==> src/cjtag_pkg.sv <==
// IEEE 1149.7 OScan1 protocol constants
// Escape windows, online activation code and packet bit order
package cjtag_pkg;

    // ==============================
    // Online activation code
    // ==============================
    // Sent LSB first after a selection escape
    localparam logic [3:0] OAC_CODE = 4'b1011;
    localparam int         OAC_BITS = 4;

    // ==============================
    // Escape classification
    // ==============================
    // Counts are TMSC toggles seen during one TCKC high phase
    localparam logic [4:0] ESC_DESELECT_MIN = 5'd4;
    localparam logic [4:0] ESC_SELECT_MIN   = 5'd6;
    localparam logic [4:0] ESC_SELECT_MAX   = 5'd7;
    // Anything at or above this returns the bridge offline
    localparam logic [4:0] ESC_RESET_MIN    = 5'd8;

    // ==============================
    // OScan1 packet bit positions
    // ==============================
    localparam logic [1:0] PKT_NTDI = 2'd0;
    localparam logic [1:0] PKT_TMS  = 2'd1;
    // Third bit, driven back by the target
    localparam logic [1:0] PKT_TDO  = 2'd2;

endpackage

==> src/bridge_pkg.sv <==
// Bridge implementation types and widths
// Counter sizes, synchroniser depth, pin indices and FSM encoding
package bridge_pkg;

    // ==============================
    // Widths and depths
    // ==============================
    // Toggle counter saturates at 31
    localparam int TOGGLE_W    = 5;
    // Flops in front of the edge detector
    localparam int SYNC_STAGES = 2;

    // ==============================
    // Sampled pins
    // ==============================
    localparam int NUM_PINS = 2;
    // Indices into the sampler arrays of the top level
    localparam int PIN_TCKC = 0;
    localparam int PIN_TMSC = 1;

    // ==============================
    // Controller state
    // ==============================
    typedef enum logic [1:0] {
        ST_OFFLINE    = 2'b00,
        ST_ONLINE_ACT = 2'b01,
        ST_OSCAN1     = 2'b10
    } bridge_state_t;

    // Bit position inside the three-bit OScan1 packet
    typedef logic [1:0] pkt_pos_t;

endpackage

==> src/pin_sampler.sv <==
// Pin sampler for one cJTAG pin
// Synchronises the asynchronous pin and flags rising, falling and any edge
`timescale 1ns/1ps

module pin_sampler (
    input  logic clk_i,
    input  logic ntrst_i,
    input  logic pin_i,
    output logic level_o,
    output logic rise_o,
    output logic fall_o,
    output logic toggle_o
);
    import bridge_pkg::*;

    logic [SYNC_STAGES-1:0] sync_q;
    logic                   prev_q;
    logic                   level;

    // ==============================
    // Synchroniser
    // ==============================
    // First stage samples an asynchronous pin and may go metastable,
    // the later stages give it a full cycle to settle
    always_ff @(posedge clk_i or negedge ntrst_i) begin
        if (!ntrst_i) begin
            sync_q <= '0;
        end else begin
            sync_q <= {sync_q[SYNC_STAGES-2:0], pin_i};
        end
    end

    assign level   = sync_q[SYNC_STAGES-1];
    assign level_o = level;

    // ==============================
    // Edge pulses
    // ==============================
    // Compare settled level against last cycle, register one-clock pulses
    always_ff @(posedge clk_i or negedge ntrst_i) begin
        if (!ntrst_i) begin
            prev_q   <= 1'b0;
            rise_o   <= 1'b0;
            fall_o   <= 1'b0;
            toggle_o <= 1'b0;
        end else begin
            prev_q   <= level;
            rise_o   <= level & ~prev_q;
            fall_o   <= ~level & prev_q;
            toggle_o <= level ^ prev_q;
        end
    end

endmodule

==> src/escape_detector.sv <==
// Escape detector
// Counts TMSC toggles during each TCKC high phase and classifies
// the count as deselection, selection or reset
`timescale 1ns/1ps

module escape_detector (
    input  logic clk_i,
    input  logic ntrst_i,
    input  logic tckc_rise_i,
    input  logic tckc_fall_i,
    input  logic tckc_level_i,
    input  logic tmsc_toggle_i,
    output logic esc_select_o,
    output logic esc_reset_o,
    output logic esc_deselect_o
);
    import cjtag_pkg::*;
    import bridge_pkg::*;

    logic [TOGGLE_W-1:0] toggle_cnt_q;
    logic                high_q;
    logic                count_en;

    // ==============================
    // Toggle counter
    // ==============================
    // Only count while a high phase is open and TCKC still reads high
    assign count_en = high_q & tckc_level_i & tmsc_toggle_i;

    always_ff @(posedge clk_i or negedge ntrst_i) begin
        if (!ntrst_i) begin
            toggle_cnt_q <= '0;
            high_q       <= 1'b0;
        end else begin
            if (tckc_rise_i) begin
                // New high phase starts from zero
                toggle_cnt_q <= '0;
                high_q       <= 1'b1;
            end else if (tckc_fall_i) begin
                // Count is kept so the fall cycle can classify it
                high_q <= 1'b0;
            end else if (count_en && (toggle_cnt_q != '1)) begin
                // Saturate instead of wrapping back into a valid window
                toggle_cnt_q <= toggle_cnt_q + 1'b1;
            end
        end
    end

    // ==============================
    // Classification
    // ==============================
    // Combinational, consumed in the cycle of the TCKC fall pulse
    assign esc_deselect_o = (toggle_cnt_q >= ESC_DESELECT_MIN) &&
                            (toggle_cnt_q <  ESC_SELECT_MIN);
    assign esc_select_o   = (toggle_cnt_q >= ESC_SELECT_MIN) &&
                            (toggle_cnt_q <= ESC_SELECT_MAX);
    // Reset window is open ended
    assign esc_reset_o    = (toggle_cnt_q >= ESC_RESET_MIN);

endmodule

==> src/oscan1_controller.sv <==
// OScan1 controller
// Offline, activation and OScan1 FSM with online activation code check,
// packet bit position tracking and TMSC capture on TCKC falls
`timescale 1ns/1ps

module oscan1_controller (
    input  logic                      clk_i,
    input  logic                      ntrst_i,
    input  logic                      tckc_fall_i,
    input  logic                      tmsc_level_i,
    input  logic                      esc_select_i,
    input  logic                      esc_reset_i,
    output bridge_pkg::bridge_state_t state_o,
    output bridge_pkg::pkt_pos_t      pkt_pos_o,
    output logic                      tmsc_bit_o,
    output logic                      online_o,
    output logic                      nsp_o
);
    import cjtag_pkg::*;
    import bridge_pkg::*;

    bridge_state_t                  state_q;
    pkt_pos_t                       pkt_pos_q;
    logic [$clog2(OAC_BITS)-1:0]    oac_cnt_q;
    logic [OAC_BITS-2:0]            oac_shift_q;
    logic                           tmsc_bit_q;
    logic [OAC_BITS-1:0]            oac_word;
    logic                           oac_last;

    // ==============================
    // Activation code assembly
    // ==============================
    // Last bit comes straight from the pin, earlier bits from the shifter
    assign oac_word = {tmsc_level_i, oac_shift_q};
    assign oac_last = (oac_cnt_q == ($bits(oac_cnt_q))'(OAC_BITS - 1));

    // ==============================
    // State machine
    // ==============================
    // Everything moves on a TCKC fall, when the escape count is final
    always_ff @(posedge clk_i or negedge ntrst_i) begin
        if (!ntrst_i) begin
            state_q   <= ST_OFFLINE;
            pkt_pos_q <= PKT_NTDI;
            oac_cnt_q <= '0;
        end else if (tckc_fall_i) begin
            if (esc_reset_i) begin
                // Reset escape overrides any state
                state_q   <= ST_OFFLINE;
                pkt_pos_q <= PKT_NTDI;
                oac_cnt_q <= '0;
            end else begin
                case (state_q)
                    ST_OFFLINE: begin
                        // Deselection and short escapes leave us here
                        if (esc_select_i) begin
                            state_q   <= ST_ONLINE_ACT;
                            oac_cnt_q <= '0;
                        end
                    end

                    ST_ONLINE_ACT: begin
                        if (oac_last) begin
                            oac_cnt_q <= '0;
                            pkt_pos_q <= PKT_NTDI;
                            // Wrong code drops back offline
                            state_q   <= (oac_word == OAC_CODE) ? ST_OSCAN1 : ST_OFFLINE;
                        end else begin
                            oac_cnt_q <= oac_cnt_q + 1'b1;
                        end
                    end

                    ST_OSCAN1: begin
                        // nTDI, TMS, TDO then wrap
                        case (pkt_pos_q)
                            PKT_NTDI: pkt_pos_q <= PKT_TMS;
                            PKT_TMS:  pkt_pos_q <= PKT_TDO;
                            default:  pkt_pos_q <= PKT_NTDI;
                        endcase
                    end

                    default: begin
                        state_q   <= ST_OFFLINE;
                        pkt_pos_q <= PKT_NTDI;
                    end
                endcase
            end
        end
    end

    // ==============================
    // Captured data
    // ==============================
    // Bit just sampled and the activation code shifter, LSB first
    always_ff @(posedge clk_i) begin
        if (tckc_fall_i) begin
            tmsc_bit_q <= tmsc_level_i;
            if (state_q == ST_ONLINE_ACT) begin
                oac_shift_q <= {tmsc_level_i, oac_shift_q[OAC_BITS-2:1]};
            end
        end
    end

    assign state_o    = state_q;
    assign pkt_pos_o  = pkt_pos_q;
    assign tmsc_bit_o = tmsc_bit_q;

    // Status pins
    assign online_o = (state_q == ST_OSCAN1);
    assign nsp_o    = (state_q != ST_OSCAN1);

endmodule

==> src/tap_driver.sv <==
// TAP driver
// Registers TCK, TMS, TDI and the TMSC output enable from the OScan1
// packet, and returns TDO on TMSC during the third packet bit
`timescale 1ns/1ps

module tap_driver (
    input  logic                      clk_i,
    input  logic                      ntrst_i,
    input  logic                      tckc_rise_i,
    input  logic                      tckc_fall_i,
    input  bridge_pkg::bridge_state_t state_i,
    input  bridge_pkg::pkt_pos_t      pkt_pos_i,
    input  logic                      tmsc_bit_i,
    input  logic                      tdo_i,
    output logic                      tck_o,
    output logic                      tms_o,
    output logic                      tdi_o,
    output logic                      tmsc_o,
    output logic                      tmsc_oen_o
);
    import cjtag_pkg::*;
    import bridge_pkg::*;

    logic in_oscan1;
    logic tdo_slot;

    assign in_oscan1 = (state_i == ST_OSCAN1);
    assign tdo_slot  = in_oscan1 && (pkt_pos_i == PKT_TDO);

    // ==============================
    // JTAG side registers
    // ==============================
    // oen is active low, 1 means TMSC is an input
    always_ff @(posedge clk_i or negedge ntrst_i) begin
        if (!ntrst_i) begin
            tck_o      <= 1'b0;
            tms_o      <= 1'b1;
            tdi_o      <= 1'b0;
            tmsc_oen_o <= 1'b1;
        end else if (!in_oscan1) begin
            // Idle TAP while offline or activating
            tck_o      <= 1'b0;
            tms_o      <= 1'b1;
            tdi_o      <= 1'b0;
            tmsc_oen_o <= 1'b1;
        end else begin
            if (tckc_rise_i) begin
                case (pkt_pos_i)
                    PKT_NTDI: begin
                        // New packet, probe drives TMSC again
                        tck_o      <= 1'b0;
                        tmsc_oen_o <= 1'b1;
                    end
                    PKT_TMS: begin
                        // nTDI from the previous fall, inverted on the wire
                        tdi_o <= ~tmsc_bit_i;
                    end
                    PKT_TDO: begin
                        // TMS captured, clock the TAP and turn TMSC around
                        tms_o      <= tmsc_bit_i;
                        tck_o      <= 1'b1;
                        tmsc_oen_o <= 1'b0;
                    end
                    default: begin
                        tmsc_oen_o <= 1'b1;
                    end
                endcase
            end
            // End of the TCK pulse
            if (tckc_fall_i && (pkt_pos_i == PKT_TDO)) begin
                tck_o <= 1'b0;
            end
        end
    end

    // TDO passes straight through during the third bit
    assign tmsc_o = tdo_slot ? tdo_i : 1'b0;

endmodule

==> src/cjtag_bridge.sv <==
// cJTAG to JTAG bridge, IEEE 1149.7 OScan1 subset
// Turns two-pin TCKC/TMSC into four-pin TCK/TMS/TDI/TDO,
// sampled from a fast system clock
`timescale 1ns/1ps

module cjtag_bridge (
    input  logic clk_i,
    input  logic ntrst_i,
    input  logic tckc_i,
    input  logic tmsc_i,
    input  logic tdo_i,
    output logic tmsc_o,
    output logic tmsc_oen_o,
    output logic tck_o,
    output logic tms_o,
    output logic tdi_o,
    output logic online_o,
    output logic nsp_o
);
    import bridge_pkg::*;

    // Per-pin sampler signals, indexed by PIN_TCKC and PIN_TMSC
    logic [NUM_PINS-1:0] pin_in;
    logic [NUM_PINS-1:0] pin_level;
    logic [NUM_PINS-1:0] pin_rise;
    logic [NUM_PINS-1:0] pin_fall;
    logic [NUM_PINS-1:0] pin_toggle;

    logic          esc_select;
    logic          esc_reset;
    bridge_state_t state;
    pkt_pos_t      pkt_pos;
    logic          tmsc_bit;

    assign pin_in[PIN_TCKC] = tckc_i;
    assign pin_in[PIN_TMSC] = tmsc_i;

    // ==============================
    // Pin samplers
    // ==============================
    for (genvar i = 0; i < NUM_PINS; i++) begin : g_pin
        pin_sampler u_sampler (
            .clk_i    (clk_i),
            .ntrst_i  (ntrst_i),
            .pin_i    (pin_in[i]),
            .level_o  (pin_level[i]),
            .rise_o   (pin_rise[i]),
            .fall_o   (pin_fall[i]),
            .toggle_o (pin_toggle[i])
        );
    end

    // ==============================
    // Escape, FSM and TAP side
    // ==============================
    // Deselection keeps the current state in this subset, so it has no sink
    escape_detector u_escape (
        .clk_i          (clk_i),
        .ntrst_i        (ntrst_i),
        .tckc_rise_i    (pin_rise[PIN_TCKC]),
        .tckc_fall_i    (pin_fall[PIN_TCKC]),
        .tckc_level_i   (pin_level[PIN_TCKC]),
        .tmsc_toggle_i  (pin_toggle[PIN_TMSC]),
        .esc_select_o   (esc_select),
        .esc_reset_o    (esc_reset),
        .esc_deselect_o ()
    );

    oscan1_controller u_ctrl (
        .clk_i        (clk_i),
        .ntrst_i      (ntrst_i),
        .tckc_fall_i  (pin_fall[PIN_TCKC]),
        .tmsc_level_i (pin_level[PIN_TMSC]),
        .esc_select_i (esc_select),
        .esc_reset_i  (esc_reset),
        .state_o      (state),
        .pkt_pos_o    (pkt_pos),
        .tmsc_bit_o   (tmsc_bit),
        .online_o     (online_o),
        .nsp_o        (nsp_o)
    );

    tap_driver u_tap (
        .clk_i       (clk_i),
        .ntrst_i     (ntrst_i),
        .tckc_rise_i (pin_rise[PIN_TCKC]),
        .tckc_fall_i (pin_fall[PIN_TCKC]),
        .state_i     (state),
        .pkt_pos_i   (pkt_pos),
        .tmsc_bit_i  (tmsc_bit),
        .tdo_i       (tdo_i),
        .tck_o       (tck_o),
        .tms_o       (tms_o),
        .tdi_o       (tdi_o),
        .tmsc_o      (tmsc_o),
        .tmsc_oen_o  (tmsc_oen_o)
    );

endmodule

==> config.mk <==
export PLATFORM = sky130hd
export DESIGN_NAME = cjtag_bridge
export DESIGN_NICKNAME = d
export VERILOG_FILES = /design/src/cjtag_pkg.sv /design/src/bridge_pkg.sv /design/src/pin_sampler.sv /design/src/escape_detector.sv /design/src/oscan1_controller.sv /design/src/tap_driver.sv /design/src/cjtag_bridge.sv
export SDC_FILE = /design/constraint.sdc
export NUM_CORES = 1
export LEC_CHECK = 0
export ABC_AREA = 1
export BUFFER_PORTS_ARGS = -buffer_cell sky130_fd_sc_hd__buf_2
export CORE_ASPECT_RATIO = 0.5
export CORE_MARGIN = 4
export CORE_UTILIZATION = 25
export DETAILED_ROUTE_END_ITERATION = 6
export RECOVER_POWER = 25
export SYNTH_ARGS = -nofsm -noshare
export SYNTH_HDL_FRONTEND = slang
export SYNTH_SLANG_ARGS = --single-unit
==> constraint.sdc <==
create_clock -name clk_i -period 2 [get_ports clk_i]
set_input_delay 0.1 -clock clk_i [delete_from_list [all_inputs] [get_ports clk_i]]
set_output_delay 0.1 -clock clk_i [all_outputs]
set_load 0.01 [all_outputs]
==> impl_metrics.csv, run 1 <==
group,metric,value,unit
pwr,seq_power_share,50.4,%
critical_path,endpoint,"u_escape.toggle_cnt_q[0]",
clocking,cts_setup_buffers,0,
critical_path,critical_path_class,"flip-flop to flip-flop",
synthesis,synth_common_cells,"28 x nand2_1, 23 x dfrtp_1, 20 x inv_1",
die,core_area,4932,um2
finish,fin_nets,167,
pwr,p_sw,403.3,uW
synthesis,synth_nets,146,
timing,fin_skew,0.005762,ns
die,rows,18,
pwr,switching_share,28.35,%
die,die_x,108.9,um
clocking,cts_tree,"done",
global_route,globalRoute.totalOverflow,0,
die,start_util,25.82,%
critical_path,worstPathArrival,1.85,ns
clocking,worstSkewPairLatency,0.27,ns
synthesis,netlist_top_cells_area,"dfrtp_1 45%, edfxtp_1 9.4%, nand2_1 8.3%",
critical_path,r2r_cells,10,
critical_path,rrSetupSlack,0.29,ns
drt,wl,2324,um
timing,fin_crit_sh,85.70,%
drt,drtAntennaViolNets,0,
critical_path,end_kind,"flip-flop",
finish,final_cells,230,
global_route,grt_max_degree,26,
global_route,antenna_found_initial,0,
finish,post-route-cell-area,1535,um2
synthesis,ys_seq_area_share,58.74,%
die,io_pins,12,
synthesis,ys.flop_type,"dfrtp_1",
timing,fin_hold_ws,0.3479,ns
global_route,grtUsageMet1,9.452,%
synthesis,synth_async_sr_flop_share,86.21,%
drt,routedWlPerCell,10.10,um
job,maxCapViolations,0,
clocking,cts_resized,0,
drt,dr.pass1.iters,4,
timing,min_period,1.714,ns
timing,hold_violations,0,
finish,drive_gt1_share,18.13,%
status,outcome,"completed",
critical_path,start_kind,"flip-flop",
drt,remaining_drc_errors,0,
finish,areaGrowthSynthToFinish,20.53,%
place,place_area,1416,um2
clocking,cts_buffers,5,
synthesis,synth-edff-count,4,
critical_path,crit_path_start,"u_escape.toggle_cnt_q[0]",
synthesis,synth.largest_area_cell,"dfrtp_1",
pwr,ir_drop,0.2019,mV
timing,max_freq,583.4,MHz
clocking,cts.path.max_buffers,2,
timing,tightest_slew,1.289,ns
synthesis,syn_area,1274,um2
drt,dr_total_vias,951,
synthesis,synth_seq_cells,29,
clocking,cts.clk_slew.worst_paths,0.06,ns
place,gp_congestion,0.8339,
pwr,p_per_area,926.8,nW/um2
timing,setup_tns,0,ns
global_route,met2_usage,14.92,%
die,die_h,58.47,um
synthesis,syn_inst,138,
timing,final_max_slew_viol_count,0,
clocking,clockRootBuffer,"clkbuf_8",
place,dp_hpwl,1743,um
finish,n_antenna_cell,0,
global_route,grt_use_total,8.641,%
worst_hold_path,hold_class,"flip-flop to flip-flop",
place,dp_cells,219,
drt,via_per_inst,4.135,
pwr,pwr-share-comb,15.5,%
timing,rsz0062_at_grt,"no",
global_route,grt_pass1_vias,964,
critical_path,critPathMaxFanout,6,
global_route,grt_pass1_wl,4195,um
timing,relSlewSlack,14.10,%
clocking,cts_hold_buf,3,
pwr,p_leak,0.7507,nW
clocking,cts.sinks,29,
pwr,p_int,1.019,mW
global_route,top_usage_layer,"met2",
synthesis,synth.top_cell.area_share,45.19,%
synthesis,synth_warnings,0,
synthesis,synth_cell_types,21,
pwr,p_clk_share,34.1,%
synthesis,syn_area_per_cell,9.230,um2
critical_path,cp.required,2.14,ns
place,io_buffers,11,
finish,fillers,515,
die,dieArea,6370,um2
critical_path,r2r-start,"u_escape.toggle_cnt_q[0]",
critical_path,r2r-end,"u_escape.toggle_cnt_q[0]",
timing,finalSetupViolCount,0,
synthesis,yosysMostFrequentCell,"nand2_1",
clocking,htreeDepth,2,
drt,dr.first_iter.drc_count,55,
global_route,use_met3,3.176,%
## stage by stage
stage	utilization (%)	power [mW]	setup slack, ns
3_5_place_dp	28.72	0.9486	0.3060
2_1_floorplan	-	0.8802	0.5279
3_3_place_gp	28.72	0.9372	0.4234
5_1_grt	31.13	1.528	0.1401
4_1_cts	31.15	1.446	0.2939
6_report	31.13	1.423	0.2859
## area by class of cell
type | count | area, um2 | share of cell area, %
Sequential cell | 29 | 748.2 | 48.74
Multi-Input combinational cell | 87 | 442.9 | 28.85
Clock buffer | 8 | 90.09 | 5.868
Tap cell | 70 | 87.58 | 5.705
Timing Repair Buffer | 14 | 83.83 | 5.460
Inverter | 22 | 82.58 | 5.379
## worst max-delay path, stage by stage, from the launching register on
cell	delay [ns]
dfrtp_1	0.39
ha_1	0.21
nand2_1	0.09
nor2_1	0.05
ha_1	0.19
inv_1	0.05
nand3_1	0.07
nor2_2	0.21
inv_1	0.12
nand2_1	0.10
o21ai_0	0.11
## power groups by stage
stage	combinational (mW)	sequential, mW	clock [mW]
2_1_floorplan	0.164	0.716	0
3_3_place_gp	0.211	0.726	0
3_5_place_dp	0.219	0.730	0
4_1_cts	0.224	0.719	0.502
5_1_grt	0.263	0.726	0.539
6_report	0.220	0.717	0.485
## state kept, by name, indices dropped and copies added (netlist names), 2 cells and up
signal and count:
g_pin.u_sampler.sync_q 4, g_pin.u_sampler.prev_q 2, u_ctrl.oac_cnt_q 2, u_ctrl.state_o 2, u_escape.toggle_cnt_q 5, u_ctrl.oac_shift_q 3
u_ctrl.pkt_pos_o 2
## cells in the final DEF, fill, tap and decap left out, types with 2 or more instances in the layout
master,n
a21oi_1,2
buf_2,10
clkbuf_1,3
clkbuf_8,6
dfrtp_1,23
dfstp_2,2
dlygate4sd3_1,3
edfxtp_1,4
ha_1,3
inv_1,20
inv_2,2
nand2_1,28
nand2_2,2
nand3_1,8
nand4_1,5
nor2_1,12
nor2_2,4
nor2_4,2
nor3_1,3
o21ai_0,12
o21ai_1,2
## cells by family (layout without fill, tap and decap cells)
kind of cell    after synthesis  count (layout)  share of synthesized area, %
compound gates               17              17                         6.877
fa+ha+maj                     3               3                         2.947
xor+xnor                      1               1                        0.6877
flops                        29              29                         58.74
simple gates                 66              66                         24.26
buf+inv                      22              44                         6.483
## worst min path at each step
stage	startpoint	end	slack (ns)	cells after the start
after floorplan	ntrst_i	g_pin[0].u_sampler.fall_o	-0.20	0
after global placement	ntrst_i	u_ctrl.oac_cnt_q[1]	0.12	1
after detailed placement	ntrst_i	u_ctrl.oac_cnt_q[0]	0.12	1
after CTS	g_pin[1].u_sampler.sync_q[0]	g_pin[1].u_sampler.sync_q[1]	0.35	0
after global routing	g_pin[1].u_sampler.sync_q[0]	g_pin[1].u_sampler.sync_q[1]	0.35	0
final	g_pin[1].u_sampler.sync_q[0]	g_pin[1].u_sampler.sync_q[1]	0.35	0
## layer usage
| layer | vias to the layer above | part of all wire (%) |
|---|---|---|
| met5 | - | 0 |
| met4 | 0 | 2.5 |
| met3 | 8 | 3.5 |
| met2 | 25 | 49 |
| met1 | 432 | 45 |
| li1 | 486 | - |
No activity file was read; power rests on OpenSTA's default activity.
==> run 2, diff against run 1 <==
--- a/config.mk
+++ b/config.mk
@@ -7,10 +7,13 @@
 export LEC_CHECK = 0
 export ABC_AREA = 1
 export BUFFER_PORTS_ARGS = -buffer_cell sky130_fd_sc_hd__buf_2
+export CELL_PAD_IN_SITES_DETAIL_PLACEMENT = 1
+export CELL_PAD_IN_SITES_GLOBAL_PLACEMENT = 2
 export CORE_ASPECT_RATIO = 0.5
 export CORE_MARGIN = 4
 export CORE_UTILIZATION = 25
 export DETAILED_ROUTE_END_ITERATION = 6
+export PLACE_DENSITY_LB_ADDON = 0.1
 export RECOVER_POWER = 25
 export SYNTH_ARGS = -nofsm -noshare
 export SYNTH_HDL_FRONTEND = slang
==> impl_metrics.csv, run 2 (synthesis results as in run 1) <==
group,metric,value,unit
job,maxCapViolations,0,
critical_path,r2r-start,"u_escape.toggle_cnt_q[0]",
drt,highest_layer,"met4",
critical_path,critPathMaxStageDelay,0.40,ns
finish,areaGrowthSynthToFinish,22.59,%
clocking,worstSkewPairLatency,0.27,ns
drt,remaining_drc_errors,0,
place,pre_cts_ws,0.3130,ns
status,outcome,"completed",
global_route,grt_pass1_wl,5133,um
timing,final_max_slew_viol_count,0,
critical_path,r2r-end,"u_escape.toggle_cnt_q[0]",
timing,hold_violations,0,
global_route,grt_pass1_vias,1065,
worst_hold_path,hold_end,"g_pin[0].u_sampler.sync_q[1]",
finish,fin_nets,167,
finish,top_regs,"u_escape.toggle_cnt_q x5, g_pin.u_sampler.sync_q x4, u_ctrl.oac_shift_q x3",
timing,finalSetupViolCount,0,
critical_path,r2r_cells,10,
clocking,cts_setup_buffers,0,
clocking,cts.sinks,29,
global_route,globalRoute.totalOverflow,0,
die,io_pins,12,
drt,drtAntennaViolNets,0,
drt,wl_met2,1206,um
global_route,grt_max_degree,26,
clocking,cts.path.max_buffers,2,
finish,final_common_cell,"nand2_1",
finish,drive_gt1_share,18.75,%
die,die_x,108.9,um
global_route,antenna_found_initial,0,
die,rows,18,
critical_path,worstPathArrival,1.83,ns
drt,dr.first_iter.drc_count,16,
place,gp_congestion,0.7250,
clocking,cts_buffers,5,
critical_path,end_kind,"flip-flop",
drt,wl_met3,107,um
place,dp_hpwl,2092,um
drt,wl,2838,um
worst_hold_path,hold_start,"g_pin[0].u_sampler.sync_q[0]",
finish,n_antenna_cell,0,
drt,dr_total_vias,962,
timing,fin_crit_sh,84.06,%
critical_path,rrSetupSlack,0.32,ns
clocking,cts_resized,0,
pwr,p_per_area,1007,nW/um2
critical_path,critical_path_class,"flip-flop to flip-flop",
die,dieArea,6370,um2
timing,fin_hold_ws,0.3520,ns
die,start_util,25.82,%
critical_path,crit_path_cell_trace,"ha_1, nand2_1, nor2_1, ha_1, inv_1, nand3_1, nor2_2, inv_1, nand2_1, o21ai_0",
die,die_h,58.47,um
timing,rsz0062_at_grt,"no",
place,place_area,1416,um2
die,core_area,4932,um2
clocking,clockRootBuffer,"clkbuf_8",
finish,post-route-cell-area,1562,um2
critical_path,cp.required,2.15,ns
drt,dr.pass1.iters,4,
pwr,p_leak,0.7636,nW
drt,routedWlPerCell,12.34,um
global_route,grt_use_total,10.73,%
pwr,ir_drop,0.2751,mV
clocking,htreeDepth,2,
timing,fin_skew,0.003979,ns
timing,setup_tns,0,ns
finish,top_register,"u_escape.toggle_cnt_q",
timing,min_period,1.681,ns
timing,relSlewSlack,3.782,%
worst_hold_path,hold_class,"flip-flop to flip-flop",
timing,tightest_slew,1.443,ns
critical_path,cp_slowest_cell,"dfrtp_1",
finish,final_cell_mix,"28 x nand2_1, 23 x dfrtp_1, 20 x inv_1",
drt,via_per_inst,4.183,
clocking,cts_tree,"done",
timing,setup_slack,0.3189,ns
worst_hold_path,whs_path_depth,0,
clocking,cts.clk_slew.worst_paths,0.06,ns
place,io_buffers,11,
drt,wl_met1,1499,um
critical_path,start_kind,"flip-flop",
finish,largest_reg_flops,5,
critical_path,critPathMaxFanout,6,
timing,max_freq,594.8,MHz
==> run 2: critical path: cells and delay by family (launching register included) <==
kind,cells,cell delay (ns)
AND/OR/NAND/NOR,5,0.52
buffers and inverters,2,0.18
adder cells (fa/ha/maj),2,0.39
flip-flops,1,0.40
AO/OA/AOI/OAI,1,0.08
==> run 2: power breakdown <==
group | total, mW | internal, mW | switching [mW]
sequential | 0.721 | 0.660 | 0.0612
clock | 0.624 | 0.406 | 0.218
combinational | 0.228 | 0.0797 | 0.149
==> run 2: how the worst max path moves through the flow <==
stage | start | end | slack, ns | depth (start not counted)
after global placement | u_escape.toggle_cnt_q[1] | u_escape.toggle_cnt_q[0] | 0.37 | 10
after global routing | ntrst_i | g_pin[0].u_sampler.sync_q[0] | 0.06 | 2
after floorplan | u_escape.toggle_cnt_q[0] | u_escape.toggle_cnt_q[3] | 0.53 | 10
after CTS | u_escape.toggle_cnt_q[0] | u_escape.toggle_cnt_q[0] | 0.30 | 10
after detailed placement | u_escape.toggle_cnt_q[0] | u_escape.toggle_cnt_q[0] | 0.31 | 10
final | u_escape.toggle_cnt_q[0] | u_escape.toggle_cnt_q[0] | 0.32 | 10
==> run 2: final cells by class <==
class                   count  area (um2)
inverters                  22       82.58
clock buffers               7       86.33
multi-input cells          87       442.9
well taps                  70       87.58
fillers                   593        3371
flip-flops and latches     29       748.2
repair buffers             14       83.83
clock inverters             1       30.03
==> run 2: what timing repair did <==
action                                 4_1_cts  5_1_grt
endpoints found under the hold margin       25        0
setup endpoints to repair                    0        0
hold buffers                                 3        0
==> run 2: layer usage <==
layer	track usage [%]	vias to the layer above
li1	-	487
met1	14.02	461
met2	16.23	12
met3	3.614	2
met4	4.856	0
met5	0	-
==> run 2: metrics by stage <==
| stage | cells | power [mW] | utilization (%) |
|---|---|---|---|
| 4_1_cts | 230 | 1.610 | 31.68 |
| 3_5_place_dp | 219 | 0.9633 | 28.72 |
| 5_1_grt | 230 | 1.690 | 31.66 |
| 6_report | 230 | 1.573 | 31.66 |
| 2_1_floorplan | 138 | 0.8802 | - |
| 3_3_place_gp | 219 | 0.9592 | 28.72 |
